$ cat src/nx_pkg.sv
// Shared widths, node identity, message struct, command codes and port directions
`default_nettype none

package nx_pkg;

// ================================================
// Field widths
// ================================================

// One row or column position in the mesh
typedef logic [3:0]  coord_t;
// Data RAM word address
typedef logic [7:0]  addr_t;
// RAM word, also the message payload
typedef logic [31:0] data_t;
// Message command, a field rather than a state
typedef logic [1:0]  cmd_t;

// Node identity, row held above column
typedef struct packed {
    coord_t row;
    coord_t col;
} node_id_t;

// ================================================
// Commands
// ================================================

localparam cmd_t CMD_WRITE    = 2'd0;
localparam cmd_t CMD_READ     = 2'd1;
localparam cmd_t CMD_RESPONSE = 2'd2;

// Message carried by every stream, 58 bits in total
typedef struct packed {
    node_id_t tgt;
    node_id_t src;
    cmd_t     cmd;
    addr_t    addr;
    data_t    data;
} nx_msg_t;

// ================================================
// Port directions
// ================================================

// Rows grow southwards, columns grow eastwards
localparam logic [1:0] DIR_NORTH = 2'd0;
localparam logic [1:0] DIR_EAST  = 2'd1;
localparam logic [1:0] DIR_SOUTH = 2'd2;
localparam logic [1:0] DIR_WEST  = 2'd3;

endpackage : nx_pkg

`default_nettype wire

$ cat src/nx_node_responder.sv
// Read responder: accepts READ requests, reads the RAM and returns a RESPONSE
`timescale 1ns/1ps
`default_nettype none

module nx_node_responder (
      input  logic             i_clk
    , input  logic             i_rst_n
    // Control
    , input  nx_pkg::node_id_t i_node_id
    , output logic             o_idle
    // Requests from the decoder
    , input  nx_pkg::nx_msg_t  i_req_data
    , input  logic             i_req_valid
    , output logic             o_req_ready
    // RAM port B
    , output logic             o_rd_en
    , output nx_pkg::addr_t    o_rd_addr
    , input  nx_pkg::data_t    i_rd_data
    // Responses to the combiner
    , output nx_pkg::nx_msg_t  o_rsp_data
    , output logic             o_rsp_valid
    , input  logic             i_rsp_ready
);

import nx_pkg::*;

// ================================================
// Signals
// ================================================

// Request captured, RAM read still to come
logic     rd_pend;
// RESPONSE offered downstream
logic     rsp_valid;
// Request fields kept for the reply
node_id_t req_src;
addr_t    req_addr;
logic     req_take;

// One request in flight at a time
assign o_req_ready = !rd_pend && !rsp_valid;
assign req_take    = i_req_valid && o_req_ready;

// RAM read on the edge after the request
assign o_rd_en   = rd_pend;
assign o_rd_addr = req_addr;

// ================================================
// Control
// ================================================

always_ff @(posedge i_clk or negedge i_rst_n) begin
    if (!i_rst_n) begin
        rd_pend   <= 1'b0;
        rsp_valid <= 1'b0;
    end else begin
        rd_pend <= req_take;
        if (rd_pend) begin
            rsp_valid <= 1'b1;
        end else if (i_rsp_ready) begin
            rsp_valid <= 1'b0;
        end
    end
end

always_ff @(posedge i_clk) begin
    if (req_take) begin
        req_src  <= i_req_data.src;
        req_addr <= i_req_data.addr;
    end
end

// ================================================
// RESPONSE
// ================================================

// RAM output stays put, port B is idle until the next request
always_comb begin
    o_rsp_data      = '0;
    o_rsp_data.tgt  = req_src;
    o_rsp_data.src  = i_node_id;
    o_rsp_data.cmd  = CMD_RESPONSE;
    o_rsp_data.addr = req_addr;
    o_rsp_data.data = i_rd_data;
end

assign o_rsp_valid = rsp_valid;
assign o_idle      = !rd_pend && !rsp_valid;

endmodule : nx_node_responder

`default_nettype wire

$ cat config.mk
export PLATFORM = sky130hd
export DESIGN_NAME = nx_node_responder
export DESIGN_NICKNAME = d
export VERILOG_FILES = /design/src/nx_pkg.sv /design/src/nx_node_responder.sv
export SDC_FILE = /design/constraint.sdc
export NUM_CORES = 1
export LEC_CHECK = 0
export ABC_AREA = 0
export BUFFER_PORTS_ARGS = -buffer_cell sky130_fd_sc_hd__buf_4
export CAP_MARGIN = 40
export CORE_AREA = 2 2 67 69
export CTS_BUF_LIST = sky130_fd_sc_hd__clkbuf_16
export CTS_CLUSTER_SIZE = 25
export DETAILED_ROUTE_END_ITERATION = 16
export DIE_AREA = 0 0 69 71
export PLACE_DENSITY = 0.8
export SLEW_MARGIN = 40
export SYNTH_ARGS = -nofsm -noshare
export SYNTH_HDL_FRONTEND = slang
export SYNTH_SLANG_ARGS = --single-unit
$ cat constraint.sdc
create_clock -name i_clk -period 2.6 [get_ports i_clk]
set_input_delay 0.13 -clock i_clk [delete_from_list [all_inputs] [get_ports i_clk]]
set_output_delay 0.13 -clock i_clk [all_outputs]
set_load 0.01 [all_outputs]
[Word level (Yosys, flattened, before mapping)]
Index checks and enable logic that the tools add are counted.
W data, S select, Z words.
Operators by class
  multiplexer cells: 2
  reductions and logical operators: 5
Operators by type and width (count)
  $logic_and A1 B1 Y1: 2
  $logic_not A1 Y1: 2
  $mux W1: 2
  $reduce_bool A2 Y1: 1
Word-level totals
  output and inout bits: 70
  bits of input ports: 102
  bits in registers: 18
  logic and storage cells: 12

[Depth between registers and ports, before layout]
  depth in word-level cells: 3
  gate-level depth with buffers: 2
  mapped depth without buffers: 2

[Least setup slack after synthesis]
OpenSTA, ideal clock, no wires.
  kind: reg-to-reg
  start point: reg rd_pend, in the netlist o_rd_en
  end point: reg req_addr[0], in the netlist o_rd_addr[0] (enable)
  data arrival time: 1104 ps
  setup time: 374 ps
  required time: 2226 ps
  period minus slack after synthesis: 1478 ps
  path buffers: 0
  stages on the path, launching flop included: 3
  setup slack: 1122 ps
  path through: dfrtp_1 nor2_2 and2_1
Between the ends
  word-level cells in the longest chain between the ends: 3
RTL lines
  from (decl): RTL line nx_node_responder.sv:32  | logic rd_pend;
  from (signal assigned): RTL line nx_node_responder.sv:57  | rd_pend <= req_take;
  $logic_not A1 Y1
  $logic_and A1 B1 Y1
  net o_idle: RTL line nx_node_responder.sv:10  | , output logic o_idle
  $logic_and A1 B1 Y1: RTL line nx_node_responder.sv:42  | assign req_take = i_req_valid && o_req_ready;
  net req_take: RTL line nx_node_responder.sv:38  | logic req_take;
  to (signal assigned): RTL line nx_node_responder.sv:69  | req_addr <= i_req_data.addr;
  to (decl): RTL line nx_node_responder.sv:37  | addr_t req_addr;
The timed path passes the listed nets, and every way through them passes these cells.
A chain may end at the register's enable or synchronous reset.

[Worst setup path in the final report]
  start point: reg rd_pend, in the netlist o_rd_en
  end point: reg req_src (netlist bit o_rsp_data[56]) (enable)
Between the ends
  word-level cells in the longest chain between the ends: 3
RTL lines
  $logic_not A1 Y1: RTL line nx_node_responder.sv:41  | assign o_req_ready = !rd_pend && !rsp_valid;
  $logic_and A1 B1 Y1: RTL line nx_node_responder.sv:41
  $logic_and A1 B1 Y1: RTL line nx_node_responder.sv:42
  net req_take: RTL line nx_node_responder.sv:38
  to (signal assigned): RTL line nx_node_responder.sv:68  | req_src <= i_req_data.src;
  to (decl): RTL line nx_node_responder.sv:36  | node_id_t req_src;
The timed path passes the listed nets, and every way through them passes these cells.

==> summary.txt <==
Die
  • Ports: 172
  • Die X: 69 um
  • Core Box Area: 4200 um2
  • Standard-cell row count: 24
  • Initial Util: 22.5%
  • Die Ht: 71 um
  • Die footprint: 4900 um2

Timing
  • Fin. max-slew vios: 0
  • Setup TNS after final layout: 0 ps
  • Final Hold Violating Endpoints: 0
  • Final worst path period need: 1520 ps
  • Highest achievable clock rate: 656 MHz
  • Unrepaired setup endpoints after global routing: no
  • Total of endpoints with negative setup slack in the final report: 0
  • Actual slew at the worst max-slew pin: 705 ps
  • Clock skew after layout: 2.86 ps
  • Max_slew headroom: 53.0%
  • Worst Hold Margin: 59.8 ps
  • Final clock period utilization by the worst path: 58.6%

Placed design
  • Last weighted congestion value of the routability-driven placer: 0.591
  • Port bufs: 47

Worst setup path
  • Startpoint of the most critical register-to-register path: o_rd_en
  • Kind of capture point of the worst setup path: register
  • CP Data Arrival Time: 1400 ps
  • Worst reg-to-reg path cell count: 2
  • Crit path from: o_rd_en
  • Peak fanout along the critical path: 17
  • Data required, critical path: 2470 ps
  • Startpoint type of the worst setup path: register
  • Type of the setup path with the least slack: reg2reg

GRT
  • Global-route usage over all layers: 5.72%
  • Maximum number of pins on one net before global-route repair: 18
  • Grt ovf: 0
  • First-pass GRT wire length: 2140 um
  • M2 GR Usage: 7.91%
  • Met3 GRT Util: 3.56%
  • Met1 usage in global routing: 4.53%
  • Initial antenna violation count: 0
  • Most utilized layer in the global route result: met4
  • Via count of the first global-routing pass: 485

Cells and area
  • Final nets: 179
  • Ratio of cells with drive above 1 in the final layout: 68.4%
  • Final-layout fill cell count: 463
  • Growth of design area from synthesis to finish: 13.1%
  • Number of diodes: 0

Clock network
  • Post-CTS setup buffer count: 0
  • Worst skew pair latency: 240 ps
  • Clock-pin slew on the worst setup and hold paths: 50 ps
  • # resized after CTS: 0
  • CTS Sinks: 18
  • Post-CTS Hold Buffers: 1
  • Maximum level of the CTS H-tree: 1
  • Deepest clock path buffer count: 2
  • Clock buffers created by TritonCTS: 3
  • Clock root cell: sky130_fd_sc_hd__clkbuf_16
  • Clock tree from TritonCTS: done

Pwr
  • Pwr Total: 816 uW
  • Leakage Power: 0.471 nW
  • Peak ir drop on the vdd network: 0.449 mV
  • Power per Cell Area: 763 nW/um2

Synth
  • Mux contribution to synthesized area: 0%
  • Cell type with the highest aggregate area in the netlist: sky130_fd_sc_hd__edfxtp_1
  • Commonest cells in the synthesized netlist: 51 x sky130_fd_sc_hd__buf_4, 16 x sky130_fd_sc_hd__edfxtp_1, 2 x sky130_fd_sc_hd__conb_1, 2 x sky130_fd_sc_hd__dfrtp_1
  • Share of the synthesized area in compound gates (AO/OA/AOI/OAI): 0.926%
  • Most frequent cell after synthesis: sky130_fd_sc_hd__buf_4
  • Flop and latch count out of synthesis: 18
  • Primary flip-flop cell chosen by synthesis mapping: sky130_fd_sc_hd__edfxtp_1
  • Post-synth ARST share: 11.1%
  • YS warnings: 0
  • Adder and majority cell fraction of the synthesized area: 0%
  • Number of enable-type register cells in the synthesized netlist: 16
  • Net Count, Synth: 177
  • Sequential element share of the synthesized area: 56.1%
  • Gate count after technology mapping: 75
  • Cells taking the most area after synthesis: sky130_fd_sc_hd__edfxtp_1 51%, sky130_fd_sc_hd__buf_4 40%, sky130_fd_sc_hd__dfrtp_1 5.3%
  • Post-Synth XOR/XNOR Area: 0%
  • Area share of the largest cell type after synthesis: 50.8%
  • Area fraction in and, or, nand and nor cells after synthesis: 1.32%
  • Cell variety after synth: 8
  • Combinational family with the most area after synthesis: buffers and inverters
  • Syn Std Cell Area: 946 um2
  • Mean instance size in the synthesized netlist: 12.6 um2

Drt
  • DR DRC count: 0
  • Router iterations before antenna repair: 2
  • Via density: 3.41
  • DRT antenna net count: 0
  • Final wirelength: 1480 um
  • Detailed-route via count: 436
  • Average detailed-routed wire length per instance: 11.6 um
  • Number of DRC markers after the initial detailed-route iteration: 1

Job
  • Max cap viols: 0

Run status
  • Result of the run: finished, final reports clean

Hold path
  • Tightest Hold Check Type: in2reg
  • Launch point of the worst hold path: i_req_data[44]
  • Hold Path Stages: 1
cells in the final DEF (no fill, tap or decap):
| cell type | n |
|---|---|
| sky130_fd_sc_hd__clkbuf_16 | 3 |
| sky130_fd_sc_hd__nor2_2 | 1 |
| sky130_fd_sc_hd__edfxtp_1 | 16 |
| sky130_fd_sc_hd__a21o_2 | 1 |
| sky130_fd_sc_hd__buf_4 | 47 |
| sky130_fd_sc_hd__dlygate4sd3_1 | 1 |
| sky130_fd_sc_hd__conb_1 | 2 |
| sky130_fd_sc_hd__dfrtp_1 | 2 |
| sky130_fd_sc_hd__inv_1 | 2 |
| sky130_fd_sc_hd__and2_1 | 1 |
power by group:
| group | internal, mW | total (mW) | switching, mW |
|---|---|---|---|
| Combinational | 0.0814 | 0.147 | 0.0658 |
| Sequential | 0.357 | 0.372 | 0.0153 |
| Clock | 0.204 | 0.297 | 0.0934 |
metal layers:
| layer | routed length (um) | share of wire (%) | up-vias |
|---|---|---|---|
| li1 | - | - | 188 |
| met1 | 421 | 28 | 182 |
| met2 | 661 | 45 | 46 |
| met3 | 250 | 17 | 20 |
| met4 | 148 | 10 | 0 |
| met5 | 0 | 0 | - |
worst paths after layout:
kind                                       end  slack [ps]
worst min register to register     o_rsp_valid         530
worst min-delay path            o_rsp_data[52]          60
worst max register to register  o_rsp_data[56]        1080
max in group asynchronous          o_rsp_valid        2320
min in group asynchronous              o_rd_en         200
worst max-delay path            o_rsp_data[56]        1080
registers in the layout, indices dropped and copies added (netlist names):
| register | cells |
|---|---|
| o_rd_addr | 8 |
| o_rd_en | 1 |
| o_rsp_data | 8 |
| o_rsp_valid | 1 |
worst max-delay path, stage by stage, from the launching register on:
cell,delay (ps)
sky130_fd_sc_hd__dfrtp_1,400
sky130_fd_sc_hd__nor2_2,150
sky130_fd_sc_hd__and2_1,600
final cells by class:
cell class	instances	area (um2)	share of cell area (%)
Clock buffer	3	75.1	7.02
Clock inverter	1	3.75	0.351
Inverter	1	3.75	0.351
Multi-Input combinational cell	5	28.8	2.69
Sequential cell	18	531	49.6
Tap cell	52	65.1	6.08
Timing Repair Buffer	48	363	33.9
metrics by stage:
stage          setup WS [ps]  instance area, um2  instances  util (%)
2_1_floorplan           1120                 946         75         -
3_5_place_dp            1050                 981        123      23.3
5_1_grt                  969                1070        128      25.4
6_report                1080                1070        128      25.4
4_1_cts                 1040                1070        128      25.4
3_3_place_gp            1080                 981        123      23.3
cells by family (layout without fill, tap and decap cells):
kind of cell           Yosys count  count (layout)
DFF                             18              18
other                            2               2
AOI/OAI and AO/OA                1               1
buffers and inverters           52              53
and+or+nand+nor                  2               2
Power figures use the tool's default switching activity.
