**src/nx_pkg.sv**
```systemverilog
// Shared widths, node identity, message struct, command codes and port directions
`default_nettype none

package nx_pkg;

// ================================================
// Field widths
// ================================================

// One row or column position in the mesh
typedef logic [3:0]  coord_t;
// Data RAM word address
typedef logic [7:0]  addr_t;
// RAM word, also the message payload
typedef logic [31:0] data_t;
// Message command, a field rather than a state
typedef logic [1:0]  cmd_t;

// Node identity, row held above column
typedef struct packed {
    coord_t row;
    coord_t col;
} node_id_t;

// ================================================
// Commands
// ================================================

localparam cmd_t CMD_WRITE    = 2'd0;
localparam cmd_t CMD_READ     = 2'd1;
localparam cmd_t CMD_RESPONSE = 2'd2;

// Message carried by every stream, 58 bits in total
typedef struct packed {
    node_id_t tgt;
    node_id_t src;
    cmd_t     cmd;
    addr_t    addr;
    data_t    data;
} nx_msg_t;

// ================================================
// Port directions
// ================================================

// Rows grow southwards, columns grow eastwards
localparam logic [1:0] DIR_NORTH = 2'd0;
localparam logic [1:0] DIR_EAST  = 2'd1;
localparam logic [1:0] DIR_SOUTH = 2'd2;
localparam logic [1:0] DIR_WEST  = 2'd3;

endpackage : nx_pkg

`default_nettype wire

```
**src/nx_node_decoder.sv**
```systemverilog
// Inbound decoder: port selection, local command decode, RAM write and bypass
`timescale 1ns/1ps
`default_nettype none

module nx_node_decoder (
      input  logic                  i_clk
    , input  logic                  i_rst_n
    // Control
    , input  nx_pkg::node_id_t      i_node_id
    , output logic                  o_idle
    // Inbound interfaces
    , input  nx_pkg::nx_msg_t [3:0] i_inbound_data
    , input  logic [3:0]            i_inbound_valid
    , output logic [3:0]            o_inbound_ready
    // Forwarded traffic
    , output nx_pkg::nx_msg_t       o_bypass_data
    , output logic                  o_bypass_valid
    , input  logic                  i_bypass_ready
    // Read requests to the responder
    , output nx_pkg::nx_msg_t       o_req_data
    , output logic                  o_req_valid
    , input  logic                  i_req_ready
    // RAM port A
    , output logic                  o_wr_en
    , output nx_pkg::addr_t         o_wr_addr
    , output nx_pkg::data_t         o_wr_data
);

import nx_pkg::*;

// ================================================
// Signals
// ================================================

// One-entry hold register
nx_msg_t hold_msg;
logic    hold_valid;

// Inbound selection
nx_msg_t sel_msg;
logic    seen;
logic    take;
logic    can_accept;

// Decode of the held message
logic is_local;
logic is_read;
logic drain;

// ================================================
// Inbound selection
// ================================================

// Lowest numbered valid port wins, higher ports see ready low
always_comb begin
    seen    = 1'b0;
    sel_msg = i_inbound_data[0];
    for (int i = 0; i < 4; i++) begin
        o_inbound_ready[i] = can_accept && !seen;
        if (i_inbound_valid[i] && !seen) begin
            sel_msg = i_inbound_data[i];
        end
        seen = seen || i_inbound_valid[i];
    end
end

assign take = can_accept && (|i_inbound_valid);

// ================================================
// Decode
// ================================================

assign is_local = (hold_msg.tgt == i_node_id);
assign is_read  = (hold_msg.cmd == CMD_READ);

// Local WRITE and RESPONSE leave at once, READ waits on the responder
assign drain = hold_valid && (is_local ? (!is_read || i_req_ready) : i_bypass_ready);

// Empty, or emptying on this edge
assign can_accept = !hold_valid || drain;

// Write commits on the edge after capture
assign o_wr_en   = hold_valid && is_local && (hold_msg.cmd == CMD_WRITE);
assign o_wr_addr = hold_msg.addr;
assign o_wr_data = hold_msg.data;

assign o_req_data  = hold_msg;
assign o_req_valid = hold_valid && is_local && is_read;

// Anything for another node
assign o_bypass_data  = hold_msg;
assign o_bypass_valid = hold_valid && !is_local;

assign o_idle = !hold_valid;

// ================================================
// Hold register
// ================================================

always_ff @(posedge i_clk or negedge i_rst_n) begin
    if (!i_rst_n) begin
        hold_valid <= 1'b0;
    end else if (take) begin
        hold_valid <= 1'b1;
    end else if (drain) begin
        hold_valid <= 1'b0;
    end
end

// Payload
always_ff @(posedge i_clk) begin
    if (take) begin
        hold_msg <= sel_msg;
    end
end

endmodule : nx_node_decoder

`default_nettype wire

```
**config.mk**
```make
export PLATFORM = sky130hd
export DESIGN_NAME = nx_node_decoder
export DESIGN_NICKNAME = d
export VERILOG_FILES = /design/src/nx_pkg.sv /design/src/nx_node_decoder.sv
export SDC_FILE = /design/constraint.sdc
export NUM_CORES = 1
export LEC_CHECK = 0
export ABC_AREA = 1
export ABC_CLOCK_PERIOD_IN_PS = 10200
export BUFFER_PORTS_ARGS = -buffer_cell sky130_fd_sc_hd__buf_2
export CAP_MARGIN = 25
export CELL_PAD_IN_SITES_DETAIL_PLACEMENT = 1
export CELL_PAD_IN_SITES_GLOBAL_PLACEMENT = 2
export CORE_AREA = 2 2 162 164
export CTS_CLUSTER_SIZE = 24
export DETAILED_ROUTE_END_ITERATION = 10
export DIE_AREA = 0 0 164 166
export PLACE_DENSITY = 0.88
export SETUP_SLACK_MARGIN = 0.15
export SYNTH_ARGS = -nofsm -noshare
export SYNTH_HDL_FRONTEND = slang
export SYNTH_SLANG_ARGS = --single-unit
```
**constraint.sdc**
```tcl
create_clock -name i_clk -period 10.2 [get_ports i_clk]
set_clock_uncertainty 0.15 [all_clocks]
set_input_delay 0.51 -clock i_clk [delete_from_list [all_inputs] [get_ports i_clk]]
set_output_delay 0.51 -clock i_clk [all_outputs]
set_load 0.05 [all_outputs]
```
---- Word-level counts from Yosys, hierarchy flattened ----
Index checks and enable logic that the tools add are counted.
word-level totals
  register bits after elaboration ......... 59
  input port bits ......................... 248
  output and inout bits ................... 164
  logic and storage cells ................. 41
cells by class
  eq/ne operators ......................... 2
  mux-type cells .......................... 6
  reductions and logical operators ........ 25
operators with widths
  cell                  count
  $mux W58              3
  $logic_and A1 B1 Y1   12
  $eq A8 B8 Y1          1
  $logic_not A1 Y1      6
  $logic_or A1 B1 Y1    4
  $reduce_or A4 Y1      1
  $mux W1               3
  $eq A2 B1 Y1 const B  1
  $logic_not A2 Y1      1
  $reduce_bool A2 Y1    1

---- Depth between registers and ports, before layout ----
  depth after elaboration ................. 8
  mapped depth ............................ 11

---- Worst setup path before layout ----
OpenSTA, ideal clock, no wires.
  kind .................................... reg2reg
  start ................................... register hold_msg (netlist bit o_bypass_data[56])
  end ..................................... register hold_msg (netlist bit o_bypass_data[40]) (enable)
  setup time .............................. 0.474 ns
  arrival ................................. 3.689 ns
  required time ........................... 9.576 ns
  slack ................................... 5.887 ns
  cell stages (with the launch flop) ...... 11
  path buffers ............................ 0
  period minus slack after synthesis ...... 4.313 ns
  path through ............................ edfxtp_1 > inv_1 > nand2_1 > nand2_1 > inv_1 > nand2_1 > nor2_1 > nand2_1 > nand3_1 > nand2_1 > nor2_1
on the way
  longest elaborated chain between the ends .. 5
RTL lines
  what                    RTL line                source
  start, declared         nx_node_decoder.sv:36   nx_msg_t hold_msg;
  start signal, assigned  nx_node_decoder.sv:113  hold_msg <= sel_msg;
  $eq A8 B8 Y1            nx_node_decoder.sv:73   assign is_local = (hold_msg.tgt == i_node_id);
  $mux W1                 nx_node_decoder.sv:77   assign drain = hold_valid && (is_local ? (!is_read || i_req_ready) : i_bypass_ready);
  $logic_and A1 B1 Y1     nx_node_decoder.sv:77
  $logic_or A1 B1 Y1      nx_node_decoder.sv:80   assign can_accept = !hold_valid || drain;
  $logic_and A1 B1 Y1     nx_node_decoder.sv:67   assign take = can_accept && (|i_inbound_valid);
  via take                nx_node_decoder.sv:42   logic take;
The timed path passes the listed nets, and every way through them passes these cells.
A chain may end at the register's enable or synchronous reset.

---- Worst setup path in the final report ----
  start ................................... register hold_msg (netlist bit o_bypass_data[57])
  end ..................................... output port o_req_valid
on the way
  longest elaborated chain between the ends .. 3
RTL lines
  what                              RTL line               source
  $eq A8 B8 Y1                      nx_node_decoder.sv:73
  $logic_and A1 B1 Y1 (2 in a row)  nx_node_decoder.sv:88  assign o_req_valid = hold_valid && is_local && is_read;
  end, declared                     nx_node_decoder.sv:21  , output logic o_req_valid
Every way passes these cells.

==> results.py <==
metrics = {
    "cts": {
        "insertion_delay_ns": 0.33,
        "clk_pin_slew_ns": 0.06,
        "cts_root_buf": "sky130_fd_sc_hd__clkbuf_16",
        "tritoncts.num_buffers": 9,
        "max-clock-path-buffers": 2,
        "cts_htree_levels": 3,
        "clk_sink_count": 59,
        "cts_tree": "done",
    },
    "critical_path": {
        "dominant_delay_contributor_by_cell_family_on_the_critical_path": "simple AND/OR/NAND/NOR gates",
        "cp_num_buf_inv": 1,
        "cp_cell_sequence": "nand2_1 -> nand2_1 -> nor2_1 -> nand2_1 -> nor2_1 -> nand2_1 -> nor3_1 -> buf_2",
        "max_stage_delay_ns": 0.49,
        "cell_with_the_most_instances_on_the_worst_path": "sky130_fd_sc_hd__nand2_1",
        "critical_path.endpoint_type": "output port",
        "path_class": "flip-flop to output port",
        "worst_setup_path_start_kind": "flip-flop",
        "worst_ep_arrival_time_ns": 2.18,
        "slowest_stage": "sky130_fd_sc_hd__edfxtp_1",
        "worstPathMaxFanout": 5,
        "cp.required_ns": 9.54,
    },
    "sta": {
        "grt_setup_unrepaired": "no",
        "finalSetupViolations": 0,
        "final-max-slew-violation-count": 0,
        "fin_crit_ns": 2.84,
        "final.setup.tns_ns": 0,
        "finalHoldViolCount": 0,
        "maxSlewHeadroom_pct": 42.8,
        "timing_worst_slew_pin_value_ns": 0.858,
        "max_freq_mhz": 352,
        "crit_share_post_route_pct": 27.8,
    },
    "global_route": {
        "grt_max_degree": 64,
        "first_global_vias": 5307,
        "grt.overflow.total": 0,
        "grt_antenna_before_repair": 0,
        "global_route_usage_over_all_layers_pct": 14.3,
        "global_route_wire_length_before_repair_um": 29800,
    },
    "yosys": {
        "yosys.area_share.adder_pct": 0,
        "main_combinational_cell_family_by_area_after_synthesis": "buffers and inverters",
        "yosys-mux-area-fraction_pct": 0,
        "syn_nets": 880,
        "synth_sequential_area_ratio_pct": 37.3,
        "ys.warnings.count": 0,
        "synthesis.area_per_instance_sq_um": 7.50,
        "netlist_instances": 632,
        "ys_ff_latch": 59,
        "synth_compound_area_share_pct": 16.8,
        "synth_simple_gate_area_share_pct": 19.1,
        "xor_xnor_cell_area_share_of_the_yosys_netlist_pct": 0.554,
        "synthDistinctLibCells": 19,
        "cell_area_synth_sq_um": 4740,
    },
    "status": {
        "outcome": "finished, final reports clean",
    },
    "floorplan": {
        "chipWidth_um": 164,
        "placementRows": 59,
        "die_area_sq_um": 27200,
        "start_util_pct": 18.5,
        "die_y_um": 166,
        "placeableCoreArea_sq_um": 25600,
        "io-pin-count": 412,
    },
    "drt": {
        "drc": 0,
        "route.antenna.remaining_nets": 0,
        "routedWlPerCell_um": 15.9,
        "first_pass_iters": 4,
        "drt-total-wl_um": 20100,
        "via_per_inst": 4.12,
        "dr.first_iter.drc_count": 235,
        "via_count": 5215,
    },
    "place": {
        "post-dp-hpwl_um": 15600,
        "place_congestion": 0.839,
        "buffer_ports.inserted": 411,
    },
    "power": {
        "power.density_cell_area_nw_per_um2": 157,
        "power.total_uw": 1050,
        "max-vdd-ir-drop_mv": 0.0588,
        "p_leak_uw": 0.00348,
    },
    "flow_run": {
        "drv_cap": 0,
    },
    "min_path": {
        "hp-class": "primary input to asynchronous set/reset pin",
    },
    "layout": {
        "num-nets-final": 1173,
        "area_growth_syn_to_layout_pct": 40.7,
        "drive_gt1_share_pct": 46.9,
        "n_antenna_cell": 0,
    },
}
==> flip-flops by register name (all words and copies together) (netlist names) <==
name,count
o_wr_data,32
o_bypass_data,18
o_wr_addr,8
hold_valid,1
==> repair_timing <==
action | CTS | global route
hold buffers | 1 | 0
buffers inserted | 0 | 0
hold endpoints to repair | 1 | 0
gates resized for setup | 0 | 0
==> area by class of cell <==
type / instances / area, sq um
Clock inverter: 6 / 80.1
Fill cell: 3259 / 18900
Sequential cell: 59 / 1770
Tap cell: 335 / 419
Multi-Input combinational cell: 353 / 1750
Clock buffer: 10 / 229
Inverter: 85 / 319
Timing Repair Buffer: 417 / 2100
==> synthesized netlist by cell type (all sizes together) <==
cell type | instances | area share [%]
nor2 | 75 | 6.2
nand2 | 152 | 12
clkbuf | 16 | 1.3
nand3 | 4 | 0.53
a31oi | 58 | 7.7
buf | 119 | 18
edfxtp | 58 | 37
o211ai | 58 | 9.2
xnor2 | 3 | 0.55
inv | 85 | 6.7
nor3 | 3 | 0.32
dfrtp | 1 | 0.53
==> power by group <==
part	total (uW)	internal [uW]	leakage [uW]	switching (uW)
registers	317	298	0.000572	19.3
logic	401	101	0.00276	299
clock network	328	212	0.000148	116
total	1050	611	0.00348	435
==> final timing paths <==
path | from | to | slack [ns] | cells after the start
setup reg to reg | o_bypass_data[57] | o_wr_data[7] | 7.54 | 8
hold reg to reg | hold_valid | hold_valid | 0.45 | 2
setup / recovery | o_bypass_data[57] | o_req_valid | 7.36 | 8
min in group i_clk | i_req_ready | hold_valid | 0.35 | 4
hold / removal | i_rst_n | hold_valid | 0.34 | 2
max in group asynchronous | i_rst_n | hold_valid | 9.47 | 2
==> worst reg2reg max path: cells and delay by family (launching register included) <==
family                 cells  cell delay (ns)
AND/OR/NAND/NOR            6             0.74
buffers and inverters      1             0.67
flip-flops                 1             0.49
XOR/XNOR                   1             0.18
==> cell usage in the layout, fill, tap and decap left out, types with 2 or more instances in the layout <==
master / n
sky130_fd_sc_hd__nor2_1: 72
sky130_fd_sc_hd__xnor2_1: 3
sky130_fd_sc_hd__a31oi_1: 58
sky130_fd_sc_hd__inv_1: 83
sky130_fd_sc_hd__nor3_1: 3
sky130_fd_sc_hd__nor2_4: 2
sky130_fd_sc_hd__clkinv_1: 2
sky130_fd_sc_hd__nand3_1: 3
sky130_fd_sc_hd__edfxtp_1: 58
sky130_fd_sc_hd__bufinv_16: 2
sky130_fd_sc_hd__clkbuf_16: 9
sky130_fd_sc_hd__o211ai_1: 58
sky130_fd_sc_hd__inv_2: 2
sky130_fd_sc_hd__nand2_1: 151
sky130_fd_sc_hd__buf_2: 411
sky130_fd_sc_hd__buf_4: 5
==> cell families (layout without fill, tap and decap cells) <==
group                     count (synthesis)  after routing
AOI/OAI and AO/OA                       116            116
xor gates and xnor gates                  3              3
buffers and inverters                   220            518
DFF                                      59             59
and+or+nand+nor                         234            234
==> metrics by stage <==
| step | worst slack (ns) | util (%) | cell area [sq um] | instances | hold slack [ns] |
|---|---|---|---|---|---|
| global placement | 7.32 | 24.8 | 6350 | 1248 | 0.137 |
| detailed placement | 7.30 | 24.8 | 6350 | 1248 | 0.141 |
| global route | 7.09 | 26.0 | 6670 | 1265 | 0.344 |
| floorplan | 5.89 | - | 4740 | 632 | 0.0644 |
| CTS | 7.30 | 26.0 | 6670 | 1265 | 0.328 |
| finish | 7.36 | 26.0 | 6670 | 1265 | 0.341 |
==> layer usage <==
layer,GRT usage (%),up-vias,wire [um]
met1,17.0,2435,8320
li1,-,2581,-
met4,3.62,0,269
met3,2.87,15,1140
met2,25.9,184,10300
met5,0,-,0
Power figures use the tool's default switching activity.
