$ cat src/nx_pkg.sv
// Shared widths, node identity, message struct, command codes and port directions
`default_nettype none

package nx_pkg;

// ================================================
// Field widths
// ================================================

// One row or column position in the mesh
typedef logic [3:0]  coord_t;
// Data RAM word address
typedef logic [7:0]  addr_t;
// RAM word, also the message payload
typedef logic [31:0] data_t;
// Message command, a field rather than a state
typedef logic [1:0]  cmd_t;

// Node identity, row held above column
typedef struct packed {
    coord_t row;
    coord_t col;
} node_id_t;

// ================================================
// Commands
// ================================================

localparam cmd_t CMD_WRITE    = 2'd0;
localparam cmd_t CMD_READ     = 2'd1;
localparam cmd_t CMD_RESPONSE = 2'd2;

// Message carried by every stream, 58 bits in total
typedef struct packed {
    node_id_t tgt;
    node_id_t src;
    cmd_t     cmd;
    addr_t    addr;
    data_t    data;
} nx_msg_t;

// ================================================
// Port directions
// ================================================

// Rows grow southwards, columns grow eastwards
localparam logic [1:0] DIR_NORTH = 2'd0;
localparam logic [1:0] DIR_EAST  = 2'd1;
localparam logic [1:0] DIR_SOUTH = 2'd2;
localparam logic [1:0] DIR_WEST  = 2'd3;

endpackage : nx_pkg

`default_nettype wire

$ cat src/nx_node_distributor.sv
// Outbound distributor: dimension-ordered route and registered drive of one port
`timescale 1ns/1ps
`default_nettype none

module nx_node_distributor (
      input  logic                  i_clk
    , input  logic                  i_rst_n
    // Control
    , input  nx_pkg::node_id_t      i_node_id
    , output logic                  o_idle
    // Message to send
    , input  nx_pkg::nx_msg_t       i_outbound_data
    , input  logic                  i_outbound_valid
    , output logic                  o_outbound_ready
    // Cardinal ports
    , output nx_pkg::nx_msg_t [3:0] o_external_data
    , output logic [3:0]            o_external_valid
    , input  logic [3:0]            i_external_ready
    , input  logic [3:0]            i_external_present
);

import nx_pkg::*;

// ================================================
// Route
// ================================================

// Column first, then row, then clockwise past absent neighbours
function automatic logic [1:0] route(
    input node_id_t   tgt,
    input node_id_t   own,
    input logic [3:0] present
);
    logic [1:0] pref;
    logic [1:0] cand;
    logic [1:0] dir;
    logic       found;
    if (tgt.col > own.col) begin
        pref = DIR_EAST;
    end else if (tgt.col < own.col) begin
        pref = DIR_WEST;
    end else if (tgt.row > own.row) begin
        pref = DIR_SOUTH;
    end else begin
        pref = DIR_NORTH;
    end
    dir   = pref;
    found = 1'b0;
    for (int k = 0; k < 4; k++) begin
        cand = pref + 2'(k);
        if (!found && present[cand]) begin
            dir   = cand;
            found = 1'b1;
        end
    end
    return dir;
endfunction

// ================================================
// Output register
// ================================================

nx_msg_t    msg_q;
logic [3:0] valid_q;
logic [1:0] dir;
logic       take;

assign dir = route(i_outbound_data.tgt, i_node_id, i_external_present);

// Free when empty or when the selected port takes its message
assign o_outbound_ready = !(|valid_q) || (|(valid_q & i_external_ready));
assign take             = i_outbound_valid && o_outbound_ready;

always_ff @(posedge i_clk or negedge i_rst_n) begin
    if (!i_rst_n) begin
        valid_q <= 4'd0;
    end else if (o_outbound_ready) begin
        valid_q <= take ? (4'd1 << dir) : 4'd0;
    end
end

always_ff @(posedge i_clk) begin
    if (take) begin
        msg_q <= i_outbound_data;
    end
end

// Same payload on every port, only one valid
assign o_external_data  = {4{msg_q}};
assign o_external_valid = valid_q;
assign o_idle           = !(|valid_q);

endmodule : nx_node_distributor

`default_nettype wire

$ cat config.mk
export PLATFORM = sky130hd
export DESIGN_NAME = nx_node_distributor
export DESIGN_NICKNAME = d
export VERILOG_FILES = /design/src/nx_pkg.sv /design/src/nx_node_distributor.sv
export SDC_FILE = /design/constraint.sdc
export NUM_CORES = 1
export LEC_CHECK = 0
export BUFFER_PORTS_ARGS = -buffer_cell sky130_fd_sc_hd__buf_4
export CORE_AREA = 2 2 123 125
export DETAILED_ROUTE_END_ITERATION = 8
export DIE_AREA = 0 0 125 127
export GPL_TIMING_DRIVEN = 0
export MAX_ROUTING_LAYER = met4
export PLACE_DENSITY = 0.65
export SYNTH_ARGS = -nofsm -noshare
export SYNTH_HDL_FRONTEND = slang
export SYNTH_SLANG_ARGS = --single-unit
$ cat constraint.sdc
create_clock -name i_clk -period 10.6 [get_ports i_clk]
set_clock_uncertainty 0.1 [all_clocks]
set_input_delay 3.18 -clock i_clk [delete_from_list [all_inputs] [get_ports i_clk]]
set_output_delay 3.18 -clock i_clk [all_outputs]
set_load 0.005 [all_outputs]
# ---- Yosys cells after proc, flatten, opt, wreduce, memory -nomap -nowiden
# Index checks and enable logic that the tools add are counted.
dict set report word_totals {
  inputBits 77
  reg_bits 62
  output_inout_bits 238
  word_cells 49
}
dict set report op_classes {
  addsub 3
  n_lt_le_gt_ge 7
  bitwise_logic 1
  mux 18
  n_shift 1
  n_reduce_logical 11
}
# op n
set ops {}
lappend ops {{$lt 2x3->1 const B} 4}
lappend ops {{$mux 2} 6}
lappend ops {{$bmux 1 s2} 4}
lappend ops {{$gt 4x4->1} 2}
lappend ops {{$reduce_or 4->1} 2}
lappend ops {{$mux 1} 7}
lappend ops {{$add 2x2->2 const B} 2}
lappend ops {{$and 4x4->4} 1}
lappend ops {{$logic_and 1x1->1} 4}
lappend ops {{$logic_not 1->1} 4}
lappend ops {{$lt 4x4->1} 1}
lappend ops {{$mux 4} 1}
lappend ops {{$shl 1x2->4 const A} 1}
lappend ops {{$add 2x1->2 const B} 1}
lappend ops {{$logic_or 1x1->1} 1}

# ---- Longest topological paths before layout
# Gate-level depths: netlist of run 1.
dict set report logic_depth {
  ltp_word 18
  mapped_depth 10
  ltp_nobuf 9
}

# ---- Least setup slack after synthesis of run 1
# No wires, ideal clock.
dict set report synth_path {
  kind {in2out}
  from {input i_external_ready[1]}
  to {output o_outbound_ready}
  cell_stages 3
  t_arrival_ns 4.185
  required_time_ns 7.320
  path_buffers 0
  path_slack_ns 3.135
  cell_sequence {a221o_1 -> a221oi_1 -> inv_1}
}
dict set report synth_between {
  elab_chain_len 3
}
# item line_no
set synth_rtl {}
lappend synth_rtl {{from (decl)} nx_node_distributor.sv:18} ;# , input logic [3:0] i_external_ready
lappend synth_rtl {{$and 4x4->4} nx_node_distributor.sv:71} ;# assign o_outbound_ready = !(|valid_q) || (|(valid_q & i_external_ready));
lappend synth_rtl {{$reduce_or 4->1} nx_node_distributor.sv:71}
lappend synth_rtl {{$logic_or 1x1->1} nx_node_distributor.sv:71}
lappend synth_rtl {{to (decl)} nx_node_distributor.sv:14} ;# , output logic o_outbound_ready
# No other way between the ends.

# ---- Final worst setup path of run 1
# Same ends and word-level chain as after synthesis.

==> results.json, run 1 <==
{
  "min_path_type": "reg2reg",
  "dpl_cell_area_um2": 6330,
  "outcome": "completed",
  "die_w_um": 125,
  "maxCapViolCount": 0,
  "synth_edf_count": 58,
  "cts_tree": "built",
  "holdWs_ns": 0.458,
  "seqCellArea_um2": 1840,
  "antenna_cells": 0,
  "hold_viol": 0,
  "grt_use_total": 0.149,
  "cp_max_fo": 8,
  "clock_latency_ns": 0.32,
  "final_cells": 827,
  "drt_iter0_markers": 96,
  "r2r_start": "o_external_valid[0]",
  "grt_pass1_vias": 3091,
  "drc": 0,
  "core_um2": 14400,
  "setup_ws_ns": 2.54,
  "grt_pass1_wl_mm": 17.8,
  "syn_to_final_growth_pct": 77.6,
  "initial_core_util": 0.258,
  "postCtsHoldBufs": 0,
  "pre_cts_ws_ns": 2.59,
  "htree_levels": 3,
  "totalWireLength_mm": 12.2,
  "overflow": 0,
  "finalSetupViolations": 0,
  "netlist_top_cells_count": "buf_4 (174), edfxtp_1 (58), inv_1 (11), ha_1 (8)",
  "dr.pass1.iters": 4,
  "place_inst": 811,
  "avgRoutedWirePerCell_um": 14.7,
  "synth_cell_types": 39,
  "cts.sinks": 62,
  "synth_largest_area_cell": "edfxtp_1",
  "grt_max_degree": 34,
  "fin_crit_sh": 0.760,
  "start_kind": "primary input",
  "gp_congestion": 0.916,
  "fin_setup_tns_ns": 0,
  "cp_data_arrival_time_ns": 4.78,
  "syn-num-nets": 397,
  "slew_violations": 0,
  "worst_pin_slew_ns": 1.12,
  "fmax_mhz": 124,
  "async_reset_ff_frac": 0.0645,
  "num_io_pins": 315,
  "peakVddDrop_v": 0.000170,
  "row_count": 44,
  "ys_seq_area_frac": 0.496,
  "final_cell_area_um2": 6600,
  "timing.slew.headroom": 0.255,
  "yosysMostFrequentCell": "buf_4",
  "nNetsFinal": 723,
  "hp-start": "o_external_valid[1]",
  "utilization": 0.457,
  "cts_setup_buffers": 0,
  "synth_warnings": 0,
  "clk_pin_slew_ns": 0.05,
  "yosys_register_bits": 62,
  "cts-root-buf": "clkbuf_16",
  "rsz0062_at_grt": "no",
  "layout-drive-gt1-share": 0.799,
  "ant_nets": 0,
  "synth_area_leaders": "edfxtp_1 (47%), buf_4 (35%), dfrtp_1 (2.7%)",
  "syn_inst": 312,
  "crit_type": "in2out",
  "num_vias": 3195,
  "multi_input_area_um2": 528,
  "dp_hpwl_mm": 10.2,
  "finalPower_mw": 1.71,
  "cts_buffers": 9,
  "synth_top_area_frac": 0.469,
  "cts_resized": 0,
  "worstSetupStartpoint": "i_external_ready[1]",
  "antenna_found_initial": 0,
  "endpoint_kind": "output port",
  "syn_area_per_cell_um2": 11.9,
  "cp.required_ns": 7.32,
  "die_area_um2": 15900,
  "viasPerCell": 3.86,
  "io_buffer_count": 314,
  "p_leak_nw": 3.35,
  "cts_buffer_depth": 2,
  "fin_crit_ns": 8.06,
  "nFillCells": 1355,
  "die_h_um": 127,
  "synthFlopType": "edfxtp_1",
  "syn-cell-area_um2": 3710,
  "powerDensity_nw_per_um2": 259
}
final cells by class:
class / count / area share
plain buffers: 175 / 0.199
clock buffers: 12 / 0.0374
clock inverters: 4 / 0.00341
inverters: 11 / 0.00626
multi-input cells: 64 / 0.0800
flip-flops and latches: 62 / 0.279
well taps: 184 / 0.0349
repair buffers: 315 / 0.360
final timing paths:
| kind | slack [ns] | depth (start not counted) | to |
|---|---|---|---|
| hold / removal | 0.46 | 2 | o_external_valid[1] |
| setup reg to reg | 7.85 | 6 | o_external_valid[2] |
| min in group asynchronous | 2.54 | 1 | o_external_valid[2] |
| hold reg to reg | 0.46 | 2 | o_external_valid[1] |
| max in group asynchronous | 7.76 | 1 | o_external_valid[0] |
| setup / recovery | 2.54 | 5 | o_outbound_ready |
power breakdown:
group / total [mW] / internal [mW] / leakage (nW) / switching, mW
logic: 0.954 / 0.648 / 2.61 / 0.305
registers: 0.495 / 0.388 / 0.607 / 0.106
clock network: 0.264 / 0.163 / 0.132 / 0.100
logic make-up after synthesis:
logic type	Yosys count	synth area share
adder cells (fa/ha/maj)	8	0.0269
AO/OA/AOI/OAI	27	0.0643
buffers and inverters	186	0.364
multiplexers	2	0.00539
flip-flops	62	0.496
AND/OR/NAND/NOR	27	0.0435
critical path: stages:
cell      delay (ns)
buf_4           0.11
a221o_1         0.32
a221oi_1        0.87
inv_1           0.11
buf_4           0.18
state kept, by name, summed over array words and instances (netlist names):
register,count
o_external_valid,4
o_external_data,58
routing by layer:
metal | GRT usage | vias to the layer above | wire length (um)
met4 | 0.0575 | 0 | 177
met3 | 0.0302 | 17 | 743
met5 | - | - | 0
met1 | 0.157 | 1478 | 4410
li1 | - | 1546 | -
met2 | 0.274 | 154 | 6850
layout by cell type (no fill, tap or decap), types with 2 or more instances in the layout:
cell	Yosys	layout
o21a_1	2	2
inv_1	11	11
mux2i_1	2	2
nor3_1	2	2
buf_4	174	488
dfrtp_1	4	4
nand2_1	5	5
edfxtp_1	58	58
nor2_1	5	4
a21o_1	2	2
clkbuf_16	0	9
o41ai_1	2	2
o21ai_0	3	3
nand4_1	4	4
ha_1	8	8
a32o_1	2	2
a21oi_1	5	5
clkinv_2	0	3
clkbuf_1	0	2
Note: power is estimated with default switching activity, not from simulation.
==> run 2: changes to the inputs <==
- CORE_AREA: 2 2 123 125 -> 2 2 124 126
- DIE_AREA: 0 0 125 127 -> 0 0 126 128
- clock period: 10.6 -> 7.57 ns (I/O delays scaled with it)
==> run 2 against run 1 <==
Power up 39%. Largest power group unchanged. Cell count up 0.48%. Sequential cell count unchanged. Via count down 1.4%. Clock power up 36%. Critical path type unchanged. Non-clock buffer count unchanged. Utilization down 1.4 points.
==> results.json, run 2 (synthesis gave the netlist of run 1 again) <==
{
  "outcome": "completed",
  "viasPerCell": 3.79,
  "powerDensity_nw_per_um2": 361,
  "r2r_start": "o_external_valid[1]",
  "r2r_cells": 6,
  "start_kind": "primary input",
  "nNetsFinal": 723,
  "htree_levels": 3,
  "dp_hpwl_mm": 9.68,
  "fin_crit_ns": 6.20,
  "cp.required_ns": 5.20,
  "avgRoutedWirePerCell_um": 14.2,
  "cts-root-buf": "clkbuf_16",
  "antenna_cells": 0,
  "cp_data_arrival_time_ns": 3.82,
  "largest_reg_flops": 58,
  "min_to": "o_external_valid[1]",
  "cts_resized": 0,
  "p_leak_nw": 3.35,
  "peakVddDrop_v": 0.000235,
  "slew_violations": 0,
  "clk_pin_slew_ns": 0.05,
  "dr.pass1.iters": 4,
  "initial_core_util": 0.250,
  "cts_tree": "built",
  "grt_pass1_wl_mm": 16.5,
  "io_buffer_count": 314,
  "power.switching_mw": 0.709,
  "hp-start": "o_external_valid[1]",
  "cts_setup_buffers": 0,
  "maxCapViolCount": 0,
  "clkPwrFrac": 0.151,
  "timing.slew.headroom": 0.266,
  "num_io_pins": 315,
  "row_count": 45,
  "internal-power_mw": 1.67,
  "fin_setup_tns_ns": 0,
  "layout-drive-gt1-share": 0.798,
  "crit_type": "in2out",
  "fmax_mhz": 161,
  "grt_max_degree": 35,
  "die_h_um": 128,
  "swShare": 0.298,
  "clock_latency_ns": 0.31,
  "finalSetupViolations": 0,
  "hold_viol": 0,
  "cts.sinks": 62,
  "drt_iter0_markers": 117,
  "endpoint_kind": "output port",
  "cts_buffer_depth": 2,
  "cts_buffers": 9,
  "syn_to_final_growth_pct": 77.5,
  "worst_pin_slew_ns": 1.10,
  "timing.rr.end": "o_external_valid[0]",
  "reg2reg_slack_ns": 4.84,
  "die_w_um": 126,
  "grt_pass1_vias": 2851,
  "fin_crit_sh": 0.818,
  "grt_use_total": 0.136,
  "layout_commonest_cell": "buf_4",
  "ant_nets": 0,
  "core_um2": 14900,
  "holdPathStages": 2,
  "gp_congestion": 0.891,
  "num_vias": 3151,
  "cp_max_fo": 8,
  "p_seq_frac": 0.290,
  "postCtsHoldBufs": 0,
  "drc": 0,
  "layout_common_cells": "buf_4 (488), edfxtp_1 (58), inv_1 (11), clkbuf_16 (9), ha_1 (8)",
  "min_path_type": "reg2reg",
  "holdWs_ns": 0.464,
  "totalWireLength_mm": 11.8,
  "rsz0062_at_grt": "no",
  "antenna_found_initial": 0,
  "overflow": 0,
  "die_area_um2": 16100,
  "nFillCells": 1412,
  "p_comb_frac": 0.559
}
## run 2: changes by cell type in the layout (fill, tap and decap cells not counted), sizes merged
| cell | change |
|---|---|
| clkbuf | -1 |
| clkinv | +1 |
## run 2: critical path: stages
cell and delay, ns:
buf_4 0.11, a221o_1 0.33, a221oi_1 0.86, inv_1 0.09, buf_4 0.17
## run 2: power by group through the flow
stage / logic [mW] / clock network [mW] / registers [mW]
after CTS: 1.35 / 0.373 / 0.695
after detailed placement: 1.35 / 0 / 0.699
after global routing: 1.42 / 0.386 / 0.713
after floorplan: 0.577 / 0 / 0.670
final: 1.33 / 0.359 / 0.691
after global placement: 1.31 / 0 / 0.710
## run 2: layout make-up
type | count | area, um2 | share of cell area
Clock buffer | 11 | 233 | 0.0353
Clock inverter | 5 | 26.3 | 0.00398
Sequential cell | 62 | 1840 | 0.279
Inverter | 11 | 41.3 | 0.00626
Timing Repair Buffer | 315 | 2380 | 0.361
Tap cell | 188 | 235 | 0.0357
Multi-Input combinational cell | 64 | 528 | 0.0801
Buffer | 175 | 1310 | 0.199
## run 2: layer usage
metal / vias up / part of all wire / global-route usage
met3: 9 / 0.067 / 0.0342
met4: 0 / 0.011 / 0.0368
met5: - / 0 / -
li1: 1544 / - / -
met2: 139 / 0.54 / 0.239
met1: 1459 / 0.39 / 0.155
## run 2: per-stage QoR
stage / total power, mW / worst slack [ns] / cell area [um2] / util / instances
global placement: 2.02 / 0.734 / 6310 / 0.424 / 814
detailed placement: 2.05 / 1.37 / 6330 / 0.426 / 815
CTS: 2.42 / 1.38 / 6590 / 0.444 / 831
finish: 2.38 / 1.37 / 6590 / 0.444 / 831
floorplan: 1.25 / 1.92 / 3710 / - / 312
global route: 2.52 / 1.14 / 6590 / 0.444 / 831
## run 2: how the worst max path moves through the flow
stage	start	endpoint	slack, ns	cells past startpoint
after global routing	i_external_ready[1]	o_outbound_ready	1.14	5
after global placement	i_external_ready[1]	o_external_valid[0]	0.73	5
after floorplan	i_external_ready[1]	o_outbound_ready	1.92	3
after CTS	i_external_ready[1]	o_outbound_ready	1.38	5
after detailed placement	i_external_ready[1]	o_outbound_ready	1.37	5
final	i_external_ready[1]	o_outbound_ready	1.37	5
